**src/riscv_cfg.svh**
```systemverilog
`ifndef RISCV_CFG_SVH
`define RISCV_CFG_SVH

// ---------------------------------------------------------------------------
// Core sizing
// ---------------------------------------------------------------------------

// Hardware threads, kept a power of two
`define RV_NUM_THREADS 4

// Data word and PC width
`define RV_XLEN 32

// Instruction ROM word address bits
`define RV_IMEM_AW 10

// Data memory word address bits
`define RV_DMEM_AW 14

`endif
```
**src/riscv_pkg.sv**
```systemverilog
`include "riscv_cfg.svh"

package riscv_pkg;

  // Plain vectors with a meaning
  typedef logic [`RV_XLEN-1:0]                word_t;
  typedef logic [4:0]                         reg_addr_t;
  typedef logic [$clog2(`RV_NUM_THREADS)-1:0] thread_t;
  typedef logic [`RV_IMEM_AW-1:0]             imem_addr_t;
  typedef logic [`RV_DMEM_AW-1:0]             dmem_addr_t;

  // ALU operations, PASS2 forwards operand 2 for LUI
  typedef enum logic [3:0] {
    ALU_ADD   = 4'd0,
    ALU_SUB   = 4'd1,
    ALU_AND   = 4'd2,
    ALU_OR    = 4'd3,
    ALU_XOR   = 4'd4,
    ALU_SLL   = 4'd5,
    ALU_SRL   = 4'd6,
    ALU_SRA   = 4'd7,
    ALU_SLT   = 4'd8,
    ALU_SLTU  = 4'd9,
    ALU_PASS2 = 4'd10
  } alu_op_e;

  // Writeback source
  typedef enum logic [1:0] {
    WB_ALU = 2'd0,
    WB_MEM = 2'd1,
    WB_PC4 = 2'd2
  } wb_sel_e;

  // Decoded control word
  typedef struct packed {
    alu_op_e    alu_op;
    logic       op1_pc;
    logic       op2_imm;
    logic       is_branch;
    logic       is_jump;
    logic       jalr_clear_lsb;
    logic [2:0] funct3;
    logic       mem_wr;
    logic       reg_we;
    wb_sel_e    wb_sel;
  } ctrl_s;

  // Data memory request, word addressed
  typedef struct packed {
    dmem_addr_t addr;
    word_t      wdata;
    logic       we;
  } dmem_req_s;

  // Register writeback, also the observation port
  typedef struct packed {
    logic      en;
    thread_t   thread;
    reg_addr_t rd;
    word_t     data;
  } wb_s;

endpackage

```
**src/riscv_core.sv**
```systemverilog
`timescale 1ns/1ps
`include "riscv_cfg.svh"

module riscv_core (
  input  logic                  clk,
  input  logic                  reset,
  input  riscv_pkg::word_t      i_imem_data,
  input  riscv_pkg::word_t      i_dmem_rdata,
  output riscv_pkg::imem_addr_t o_imem_addr,
  output riscv_pkg::dmem_req_s  o_dmem,
  output riscv_pkg::wb_s        o_wb
);
  import riscv_pkg::*;

  // Stage payloads, valid bits kept apart
  typedef struct packed {
    thread_t thread;
    word_t   instr;
    word_t   pc;
  } fd_s;

  typedef struct packed {
    thread_t   thread;
    ctrl_s     ctrl;
    word_t     imm;
    word_t     rd1;
    word_t     rd2;
    reg_addr_t rd;
    word_t     pc;
  } de_s;

  typedef struct packed {
    thread_t   thread;
    word_t     result;
    word_t     pc_plus4;
    reg_addr_t rd;
    wb_sel_e   wb_sel;
    logic      reg_we;
  } ew_s;

  thread_t    fetch_thread;
  word_t      fetch_pc;
  logic       fd_valid;
  logic       de_valid;
  logic       ew_valid;
  fd_s        fd_q;
  de_s        de_q;
  ew_s        ew_q;
  ctrl_s      dec_ctrl;
  word_t      dec_imm;
  reg_addr_t  dec_rs1;
  reg_addr_t  dec_rs2;
  reg_addr_t  dec_rd;
  word_t      rf_rd1;
  word_t      rf_rd2;
  word_t      ex_result;
  word_t      ex_next_pc;
  word_t      ex_pc_plus4;
  logic       dmem_we_q;
  dmem_addr_t dmem_addr_q;
  word_t      dmem_wdata_q;
  word_t      wb_data;

  // ---------------------------------------------------------------------------
  // Fetch
  // ---------------------------------------------------------------------------
  // PC written back by execute two cycles after the fetch
  thread_pc_file u_pc (
    .clk           (clk),
    .reset         (reset),
    .i_pc_we       (de_valid),
    .i_pc_thread   (de_q.thread),
    .i_next_pc     (ex_next_pc),
    .o_fetch_thread(fetch_thread),
    .o_fetch_pc    (fetch_pc)
  );

  // ROM is word addressed
  assign o_imem_addr = fetch_pc[`RV_IMEM_AW+1:2];

  // ---------------------------------------------------------------------------
  // Decode
  // ---------------------------------------------------------------------------
  control_unit u_ctrl (
    .i_instr(fd_q.instr),
    .o_ctrl (dec_ctrl),
    .o_imm  (dec_imm),
    .o_rs1  (dec_rs1),
    .o_rs2  (dec_rs2),
    .o_rd   (dec_rd)
  );

  // Same thread last wrote at least two cycles ago, no bypass
  regfile_bank u_rf (
    .clk        (clk),
    .i_rd_thread(fd_q.thread),
    .i_rs1      (dec_rs1),
    .i_rs2      (dec_rs2),
    .i_we       (o_wb.en),
    .i_wr_thread(o_wb.thread),
    .i_wr_addr  (o_wb.rd),
    .i_wr_data  (o_wb.data),
    .o_rd1      (rf_rd1),
    .o_rd2      (rf_rd2)
  );

  // ---------------------------------------------------------------------------
  // Execute
  // ---------------------------------------------------------------------------
  execute_unit u_exe (
    .i_ctrl    (de_q.ctrl),
    .i_pc      (de_q.pc),
    .i_rd1     (de_q.rd1),
    .i_rd2     (de_q.rd2),
    .i_imm     (de_q.imm),
    .o_result  (ex_result),
    .o_next_pc (ex_next_pc),
    .o_pc_plus4(ex_pc_plus4)
  );

  // ---------------------------------------------------------------------------
  // Pipeline registers
  // ---------------------------------------------------------------------------
  // Fetch starts the cycle after reset and never stalls
  always_ff @(posedge clk) begin
    if (reset) begin
      fd_valid  <= 1'b0;
      de_valid  <= 1'b0;
      ew_valid  <= 1'b0;
      dmem_we_q <= 1'b0;
    end else begin
      fd_valid  <= 1'b1;
      de_valid  <= fd_valid;
      ew_valid  <= de_valid;
      dmem_we_q <= de_valid & de_q.ctrl.mem_wr;
    end
  end

  // Payload only
  always_ff @(posedge clk) begin
    fd_q.thread     <= fetch_thread;
    fd_q.instr      <= i_imem_data;
    fd_q.pc         <= fetch_pc;
    de_q.thread     <= fd_q.thread;
    de_q.ctrl       <= dec_ctrl;
    de_q.imm        <= dec_imm;
    de_q.rd1        <= rf_rd1;
    de_q.rd2        <= rf_rd2;
    de_q.rd         <= dec_rd;
    de_q.pc         <= fd_q.pc;
    ew_q.thread     <= de_q.thread;
    ew_q.result     <= ex_result;
    ew_q.pc_plus4   <= ex_pc_plus4;
    ew_q.rd         <= de_q.rd;
    ew_q.wb_sel     <= de_q.ctrl.wb_sel;
    ew_q.reg_we     <= de_q.ctrl.reg_we;
    // Memory word address from ALU result
    dmem_addr_q     <= ex_result[`RV_DMEM_AW+1:2];
    dmem_wdata_q    <= de_q.rd2;
  end

  // ---------------------------------------------------------------------------
  // Memory and writeback
  // ---------------------------------------------------------------------------
  assign o_dmem = '{addr: dmem_addr_q, wdata: dmem_wdata_q, we: dmem_we_q};

  // Load data returns in the same cycle as the request
  always_comb begin
    case (ew_q.wb_sel)
      WB_MEM:  wb_data = i_dmem_rdata;
      WB_PC4:  wb_data = ew_q.pc_plus4;
      default: wb_data = ew_q.result;
    endcase
  end

  assign o_wb = '{en:     ew_valid & ew_q.reg_we,
                  thread: ew_q.thread,
                  rd:     ew_q.rd,
                  data:   wb_data};
endmodule

```
**src/execute_unit.sv**
```systemverilog
`timescale 1ns/1ps

module execute_unit (
  input  riscv_pkg::ctrl_s i_ctrl,
  input  riscv_pkg::word_t i_pc,
  input  riscv_pkg::word_t i_rd1,
  input  riscv_pkg::word_t i_rd2,
  input  riscv_pkg::word_t i_imm,
  output riscv_pkg::word_t o_result,
  output riscv_pkg::word_t o_next_pc,
  output riscv_pkg::word_t o_pc_plus4
);
  import riscv_pkg::*;

  word_t      op1;
  word_t      op2;
  word_t      alu_out;
  logic [4:0] shamt;
  logic       taken;

  // ---------------------------------------------------------------------------
  // Operand select and ALU
  // ---------------------------------------------------------------------------
  assign op1   = i_ctrl.op1_pc  ? i_pc  : i_rd1;
  assign op2   = i_ctrl.op2_imm ? i_imm : i_rd2;
  // Shift amount is the low five bits
  assign shamt = op2[4:0];

  always_comb begin
    case (i_ctrl.alu_op)
      ALU_ADD:  alu_out = op1 + op2;
      ALU_SUB:  alu_out = op1 - op2;
      ALU_AND:  alu_out = op1 & op2;
      ALU_OR:   alu_out = op1 | op2;
      ALU_XOR:  alu_out = op1 ^ op2;
      ALU_SLL:  alu_out = op1 << shamt;
      ALU_SRL:  alu_out = op1 >> shamt;
      ALU_SRA:  alu_out = word_t'($signed(op1) >>> shamt);
      ALU_SLT:  alu_out = word_t'($signed(op1) < $signed(op2));
      ALU_SLTU: alu_out = word_t'(op1 < op2);
      // LUI passes the U immediate through
      default:  alu_out = op2;
    endcase
  end

  // JALR target drops bit 0
  assign o_result = alu_out & ~word_t'(i_ctrl.jalr_clear_lsb);

  // ---------------------------------------------------------------------------
  // Branch resolution
  // ---------------------------------------------------------------------------
  always_comb begin
    case (i_ctrl.funct3)
      3'b000:  taken = (i_rd1 == i_rd2);
      3'b001:  taken = (i_rd1 != i_rd2);
      3'b100:  taken = ($signed(i_rd1) <  $signed(i_rd2));
      3'b101:  taken = ($signed(i_rd1) >= $signed(i_rd2));
      3'b110:  taken = (i_rd1 <  i_rd2);
      3'b111:  taken = (i_rd1 >= i_rd2);
      default: taken = 1'b0;
    endcase
  end

  // Sequential PC, also the link value
  assign o_pc_plus4 = i_pc + word_t'(4);

  // Redirect on taken branch or any jump
  assign o_next_pc = ((i_ctrl.is_branch & taken) | i_ctrl.is_jump) ? o_result
                                                                    : o_pc_plus4;
endmodule

```
**src/regfile_bank.sv**
```systemverilog
`timescale 1ns/1ps
`include "riscv_cfg.svh"

module regfile_bank (
  input  logic                 clk,
  input  riscv_pkg::thread_t   i_rd_thread,
  input  riscv_pkg::reg_addr_t i_rs1,
  input  riscv_pkg::reg_addr_t i_rs2,
  input  logic                 i_we,
  input  riscv_pkg::thread_t   i_wr_thread,
  input  riscv_pkg::reg_addr_t i_wr_addr,
  input  riscv_pkg::word_t     i_wr_data,
  output riscv_pkg::word_t     o_rd1,
  output riscv_pkg::word_t     o_rd2
);
  import riscv_pkg::*;

  // One 32-entry bank per thread
  word_t regs [`RV_NUM_THREADS][32];

  // Single write port, thread taken from writeback
  always_ff @(posedge clk) begin
    if (i_we) begin
      regs[i_wr_thread][i_wr_addr] <= i_wr_data;
    end
  end

  // Async reads for decode, x0 forced to zero
  assign o_rd1 = (i_rs1 == '0) ? '0 : regs[i_rd_thread][i_rs1];
  assign o_rd2 = (i_rs2 == '0) ? '0 : regs[i_rd_thread][i_rs2];
endmodule

```
**src/control_unit.sv**
```systemverilog
`timescale 1ns/1ps

module control_unit (
  input  riscv_pkg::word_t     i_instr,
  output riscv_pkg::ctrl_s     o_ctrl,
  output riscv_pkg::word_t     o_imm,
  output riscv_pkg::reg_addr_t o_rs1,
  output riscv_pkg::reg_addr_t o_rs2,
  output riscv_pkg::reg_addr_t o_rd
);
  import riscv_pkg::*;

  // RV32I major opcodes in use
  localparam logic [6:0] OPC_LUI    = 7'b0110111;
  localparam logic [6:0] OPC_AUIPC  = 7'b0010111;
  localparam logic [6:0] OPC_JAL    = 7'b1101111;
  localparam logic [6:0] OPC_JALR   = 7'b1100111;
  localparam logic [6:0] OPC_BRANCH = 7'b1100011;
  localparam logic [6:0] OPC_LOAD   = 7'b0000011;
  localparam logic [6:0] OPC_STORE  = 7'b0100011;
  localparam logic [6:0] OPC_OPIMM  = 7'b0010011;
  localparam logic [6:0] OPC_OP     = 7'b0110011;

  logic [6:0] opcode;
  logic [2:0] funct3;
  logic [6:0] funct7;
  word_t      imm_i;
  word_t      imm_s;
  word_t      imm_b;
  word_t      imm_u;
  word_t      imm_j;

  // Funct3 picks the operation, alt selects sub or sra
  function automatic alu_op_e decode_alu(input logic [2:0] f3, input logic alt);
    alu_op_e op;
    case (f3)
      3'b000:  op = alt ? ALU_SUB : ALU_ADD;
      3'b001:  op = ALU_SLL;
      3'b010:  op = ALU_SLT;
      3'b011:  op = ALU_SLTU;
      3'b100:  op = ALU_XOR;
      3'b101:  op = alt ? ALU_SRA : ALU_SRL;
      3'b110:  op = ALU_OR;
      default: op = ALU_AND;
    endcase
    return op;
  endfunction

  // ---------------------------------------------------------------------------
  // Field split
  // ---------------------------------------------------------------------------
  assign opcode = i_instr[6:0];
  assign o_rd   = i_instr[11:7];
  assign funct3 = i_instr[14:12];
  assign o_rs1  = i_instr[19:15];
  assign o_rs2  = i_instr[24:20];
  assign funct7 = i_instr[31:25];

  // Sign-extended immediate formats
  assign imm_i = {{20{i_instr[31]}}, i_instr[31:20]};
  assign imm_s = {{20{i_instr[31]}}, i_instr[31:25], i_instr[11:7]};
  assign imm_b = {{19{i_instr[31]}}, i_instr[31], i_instr[7], i_instr[30:25],
                  i_instr[11:8], 1'b0};
  assign imm_u = {i_instr[31:12], 12'b0};
  assign imm_j = {{11{i_instr[31]}}, i_instr[31], i_instr[19:12], i_instr[20],
                  i_instr[30:21], 1'b0};

  // ---------------------------------------------------------------------------
  // Control generation
  // ---------------------------------------------------------------------------
  always_comb begin
    // Unknown opcodes fall out as a bubble
    o_ctrl        = '0;
    o_ctrl.alu_op = ALU_ADD;
    o_ctrl.wb_sel = WB_ALU;
    o_ctrl.funct3 = funct3;
    o_imm         = imm_i;
    case (opcode)
      OPC_LUI: begin
        o_ctrl.alu_op  = ALU_PASS2;
        o_ctrl.op2_imm = 1'b1;
        o_ctrl.reg_we  = 1'b1;
        o_imm          = imm_u;
      end
      OPC_AUIPC: begin
        o_ctrl.op1_pc  = 1'b1;
        o_ctrl.op2_imm = 1'b1;
        o_ctrl.reg_we  = 1'b1;
        o_imm          = imm_u;
      end
      // Jumps compute the target in the ALU, link is pc+4
      OPC_JAL: begin
        o_ctrl.op1_pc  = 1'b1;
        o_ctrl.op2_imm = 1'b1;
        o_ctrl.is_jump = 1'b1;
        o_ctrl.reg_we  = 1'b1;
        o_ctrl.wb_sel  = WB_PC4;
        o_imm          = imm_j;
      end
      OPC_JALR: begin
        o_ctrl.op2_imm        = 1'b1;
        o_ctrl.is_jump        = 1'b1;
        o_ctrl.jalr_clear_lsb = 1'b1;
        o_ctrl.reg_we         = 1'b1;
        o_ctrl.wb_sel         = WB_PC4;
      end
      // Target pc+imm, compare done on rd1/rd2
      OPC_BRANCH: begin
        o_ctrl.op1_pc    = 1'b1;
        o_ctrl.op2_imm   = 1'b1;
        o_ctrl.is_branch = 1'b1;
        o_imm            = imm_b;
      end
      OPC_LOAD: begin
        o_ctrl.op2_imm = 1'b1;
        o_ctrl.reg_we  = 1'b1;
        o_ctrl.wb_sel  = WB_MEM;
      end
      OPC_STORE: begin
        o_ctrl.op2_imm = 1'b1;
        o_ctrl.mem_wr  = 1'b1;
        o_imm          = imm_s;
      end
      // Only shifts read funct7 among immediate ops
      OPC_OPIMM: begin
        o_ctrl.alu_op  = decode_alu(funct3, funct7[5] & (funct3 == 3'b101));
        o_ctrl.op2_imm = 1'b1;
        o_ctrl.reg_we  = 1'b1;
      end
      OPC_OP: begin
        o_ctrl.alu_op = decode_alu(funct3, funct7[5]);
        o_ctrl.reg_we = 1'b1;
      end
      default: o_ctrl.reg_we = 1'b0;
    endcase
    // x0 is never written
    if (o_rd == '0) begin
      o_ctrl.reg_we = 1'b0;
    end
  end
endmodule

```
**src/thread_pc_file.sv**
```systemverilog
`timescale 1ns/1ps
`include "riscv_cfg.svh"

module thread_pc_file (
  input  logic               clk,
  input  logic               reset,
  input  logic               i_pc_we,
  input  riscv_pkg::thread_t i_pc_thread,
  input  riscv_pkg::word_t   i_next_pc,
  output riscv_pkg::thread_t o_fetch_thread,
  output riscv_pkg::word_t   o_fetch_pc
);
  import riscv_pkg::*;

  // Thread selected for fetch this cycle
  thread_t thread_q;
  // One PC slot per thread
  word_t   pc_q [`RV_NUM_THREADS];

  // Round-robin counter, wraps on its own width
  always_ff @(posedge clk) begin
    if (reset) begin
      thread_q <= '0;
    end else begin
      thread_q <= thread_q + thread_t'(1);
    end
  end

  // Next PC from execute lands in the executing thread's slot
  always_ff @(posedge clk) begin
    if (reset) begin
      for (int t = 0; t < `RV_NUM_THREADS; t++) begin
        pc_q[t] <= '0;
      end
    end else if (i_pc_we) begin
      pc_q[i_pc_thread] <= i_next_pc;
    end
  end

  assign o_fetch_thread = thread_q;
  assign o_fetch_pc     = pc_q[thread_q];
endmodule

```
**config.mk**
```make
export PLATFORM = sky130hd
export DESIGN_NAME = riscv_core
export DESIGN_NICKNAME = d
export VERILOG_FILES = /design/src/riscv_pkg.sv /design/src/riscv_core.sv /design/src/execute_unit.sv /design/src/regfile_bank.sv /design/src/control_unit.sv /design/src/thread_pc_file.sv
export VERILOG_INCLUDE_DIRS = /design/src
export SDC_FILE = /design/constraint.sdc
export NUM_CORES = 2
export LEC_CHECK = 0
export ABC_AREA = 0
export BUFFER_PORTS_ARGS = -buffer_cell sky130_fd_sc_hd__buf_2
export CAP_MARGIN = 30
export CORE_ASPECT_RATIO = 0.75
export CORE_MARGIN = 3
export CORE_UTILIZATION = 25
export CTS_BUF_LIST = sky130_fd_sc_hd__clkbuf_16
export CTS_CLUSTER_DIAMETER = 60
export DETAILED_ROUTE_END_ITERATION = 8
export GPL_TIMING_DRIVEN = 0
export PLACE_DENSITY = 0.39
export RECOVER_POWER = 50
export SLEW_MARGIN = 0
export SYNTH_ARGS = -nofsm -noshare
export SYNTH_HDL_FRONTEND = slang
export SYNTH_MEMORY_MAX_BITS = 65536
export SYNTH_SLANG_ARGS = --single-unit
```
**constraint.sdc**
```tcl
create_clock -name clk -period 9 [get_ports clk]
set_input_delay 0.9 -clock clk [delete_from_list [all_inputs] [get_ports clk]]
set_output_delay 0.9 -clock clk [all_outputs]
set_load 0.01 [all_outputs]
```
==> flow_summary.ini <==
[global_routing]
gr-usage-all-layers = 0.260
grt_overflow_total = 0
grt_pass1_vias = 110451
grt_antenna_before_repair = 207
grt_pass1_wl_mm = 1280
grt_max_degree = 45

[synthesis]
synth_warnings = 0
synthTopCellsByArea = edfxtp_1, mux4_2, dfxtp_1, mux2i_1, nor2_1
synth-edff-count = 4220
yosys.area.top_type = edfxtp_1
synth_area_um2 = 190000
avgSynthCellArea_um2 = 19.7
yosysMostFrequentCell = edfxtp_1
synthArstFlopShare = 0
muxShareOfSynthArea = 0.208
ys.flop_type = edfxtp_1
ys_seq_area_frac = 0.702
synth_nets = 9826
synthAdderAreaFrac = 0.00891
synth.distinct_cells = 99
synth-seq-cells = 4549
synth_cells = 9626
yosysTopAreaCellShare = 0.668
synth_top_family_by_area = multiplexers
synth_xor_area_frac = 0.00212
yosys-top-cells-count = edfxtp_1, mux4_2, nor2_1, clkbuf_1, mux2i_1
synth_compound_area_frac = 0.0356
synth-simple-area-share = 0.0262

[timing]
setup_violations = 0
worst_pin_slew_ps = 4610
min_period_ps = 8180
fin_setup_tns_ps = 0
finClkSkew_ps = 117
fmax_ghz = 0.122
maxSlewHeadroom = -2.11
timing_hold_violations_final = 0
grt_setup_unrepaired = no
fin_crit_sh = 0.909
drv_slew = 4113

[placement]
place_inst = 20517
port_buffers = 162
detailed_place_hpwl_mm = 811
place_area_um2 = 218000
place.gp.congestion = 1.00

[drt]
drc = 0
route.vias.total = 120052
drtIter0Drc = 20541
postRouteAntennaNets = 0
wl_mm = 1030
wl_per_cell_um = 47.9
dr.pass1.iters = 6
via_per_inst = 5.56

[power_and_ir_drop]
p_leak_nw = 73.1
vdd_drop_max_uv = 217
power_density_nw_per_um2 = 269

[layout]
instances_no_fill = 21591
layout-drive-gt1-share = 0.299
finalInstanceArea_um2 = 230000
final_net_count = 11231
area_growth_pct = 21.4

[floorplan]
die_area_um2 = 770000
rows = 276
start_util = 0.251
num_io_pins = 163
die_h_um = 761
core_area_um2 = 755000
die_width_mm = 1.01

[clock_network]
clkTransAtPathRegs_ps = 60
cts_resized = 0
cts_max_level = 5
cts_buffer_depth = 4
clock-sinks = 4549
cts-buffers-inserted = 476
cts_tree = yes
cts_root_buf = clkbuf_16
clk_latency_ps = 1060

[setup_path]
crit_type = flip-flop to output pin
cp_max_fo = 25
critPathLaunchType = flip-flop
end_kind = output pin
required_ps = 8100
cp.arrival_ps = 7280

[worst_hold_path]
hp-class = input pin to flip-flop

[run_status]
violations = capacitance limit, slew limit
status = complete, but fails checks

[run]
drv_cap = 223
==> routing by layer <==
layer | GRT usage | routed length (um) | vias to the layer above | share of wire
li1 | - | - | 43367 | -
met1 | 0.388 | 464000 | 67273 | 0.45
met2 | 0.348 | 402000 | 8033 | 0.39
met3 | 0.0945 | 124000 | 1313 | 0.12
met4 | 0.0790 | 43200 | 66 | 0.042
met5 | 0 | 620 | - | 0.00060
==> layout make-up <==
| type | count | area [um^2] |
|---|---|---|
| multi-input combinational | 4266 | 53900 |
| buffer | 633 | 2870 |
| timing repair buffer | 927 | 11400 |
| tap | 10008 | 12500 |
| fill | 73367 | 524000 |
| clock inverter | 390 | 3270 |
| antenna | 155 | 388 |
| sequential | 4549 | 133000 |
| clock buffer | 485 | 12100 |
| inverter | 178 | 668 |
==> path summary, 6_finish.rpt <==
path              slack, ps                to            from  depth (start not counted)
setup / recovery        820          o_wb[10]         ew_q[1]                          8
hold / removal           70          fd_q[36]  i_imem_data[4]                          1
setup reg to reg       1090  u_pc.pc_q[2][31]       de_q[143]                         17
hold reg to reg         310           ew_q[2]       de_q[134]                          0
==> metrics by stage <==
stage	worst slack [ps]	total power [mW]	util	hold WS (ps)
finish	816	61.9	0.305	69.6
global route	828	63.2	0.305	40.1
CTS	1420	62.6	0.310	0.405
detailed placement	1380	42.9	0.289	312
global placement	-13190	43.3	0.269	310
floorplan	1560	33.3	-	310
==> cell usage in the layout (no fill, tap or decap), types with 235 or more instances in the layout <==
master        n
mux2i_1     308
mux4_2     1569
clkbuf_16   485
inv_1       291
buf_2       246
buf_12      235
edfxtp_1   4220
dfxtp_1     329
nor2_1      398
clkbuf_1    495
nand2_1     284
==> critical path, stage by stage, from the launching register on <==
cell	delay [ps]
dfxtp_1	320
inv_1	60
ha_1	310
clkbuf_1	550
a22oi_1	200
o21ai_0	3010
clkbuf_1	1320
buf_16	260
buf_2	160
==> cells by family after synthesis <==
group / Yosys count
compound gates: 1017
simple gates: 1106
flops: 4549
buf+inv: 811
mux: 1963
fa+ha+maj: 134
xor+xnor: 46
==> power breakdown <==
| group | total (mW) | internal [mW] | switching [mW] |
|---|---|---|---|
| clock | 19.8 | 11.0 | 8.80 |
| sequential | 26.6 | 26.3 | 0.294 |
| combinational | 15.5 | 3.66 | 11.8 |
==> sequential cells by signal, indices dropped and copies added (netlist names), 2 cells and up <==
register,cells
u_rf.regs,4092
de_q,151
u_pc.pc_q,128
fd_q,64
ew_q,54
dmem_wdata_q,32
dmem_addr_q,13
o_wb,7
u_pc.o_fetch_thread,2
u_rf.i_rd_thread,2
==> timing repair <==
action	CTS	global route
hold endpoints to repair	29	0
buffers inserted	0	0
hold buffers	29	0
Note: power is estimated with default switching activity, not from simulation.
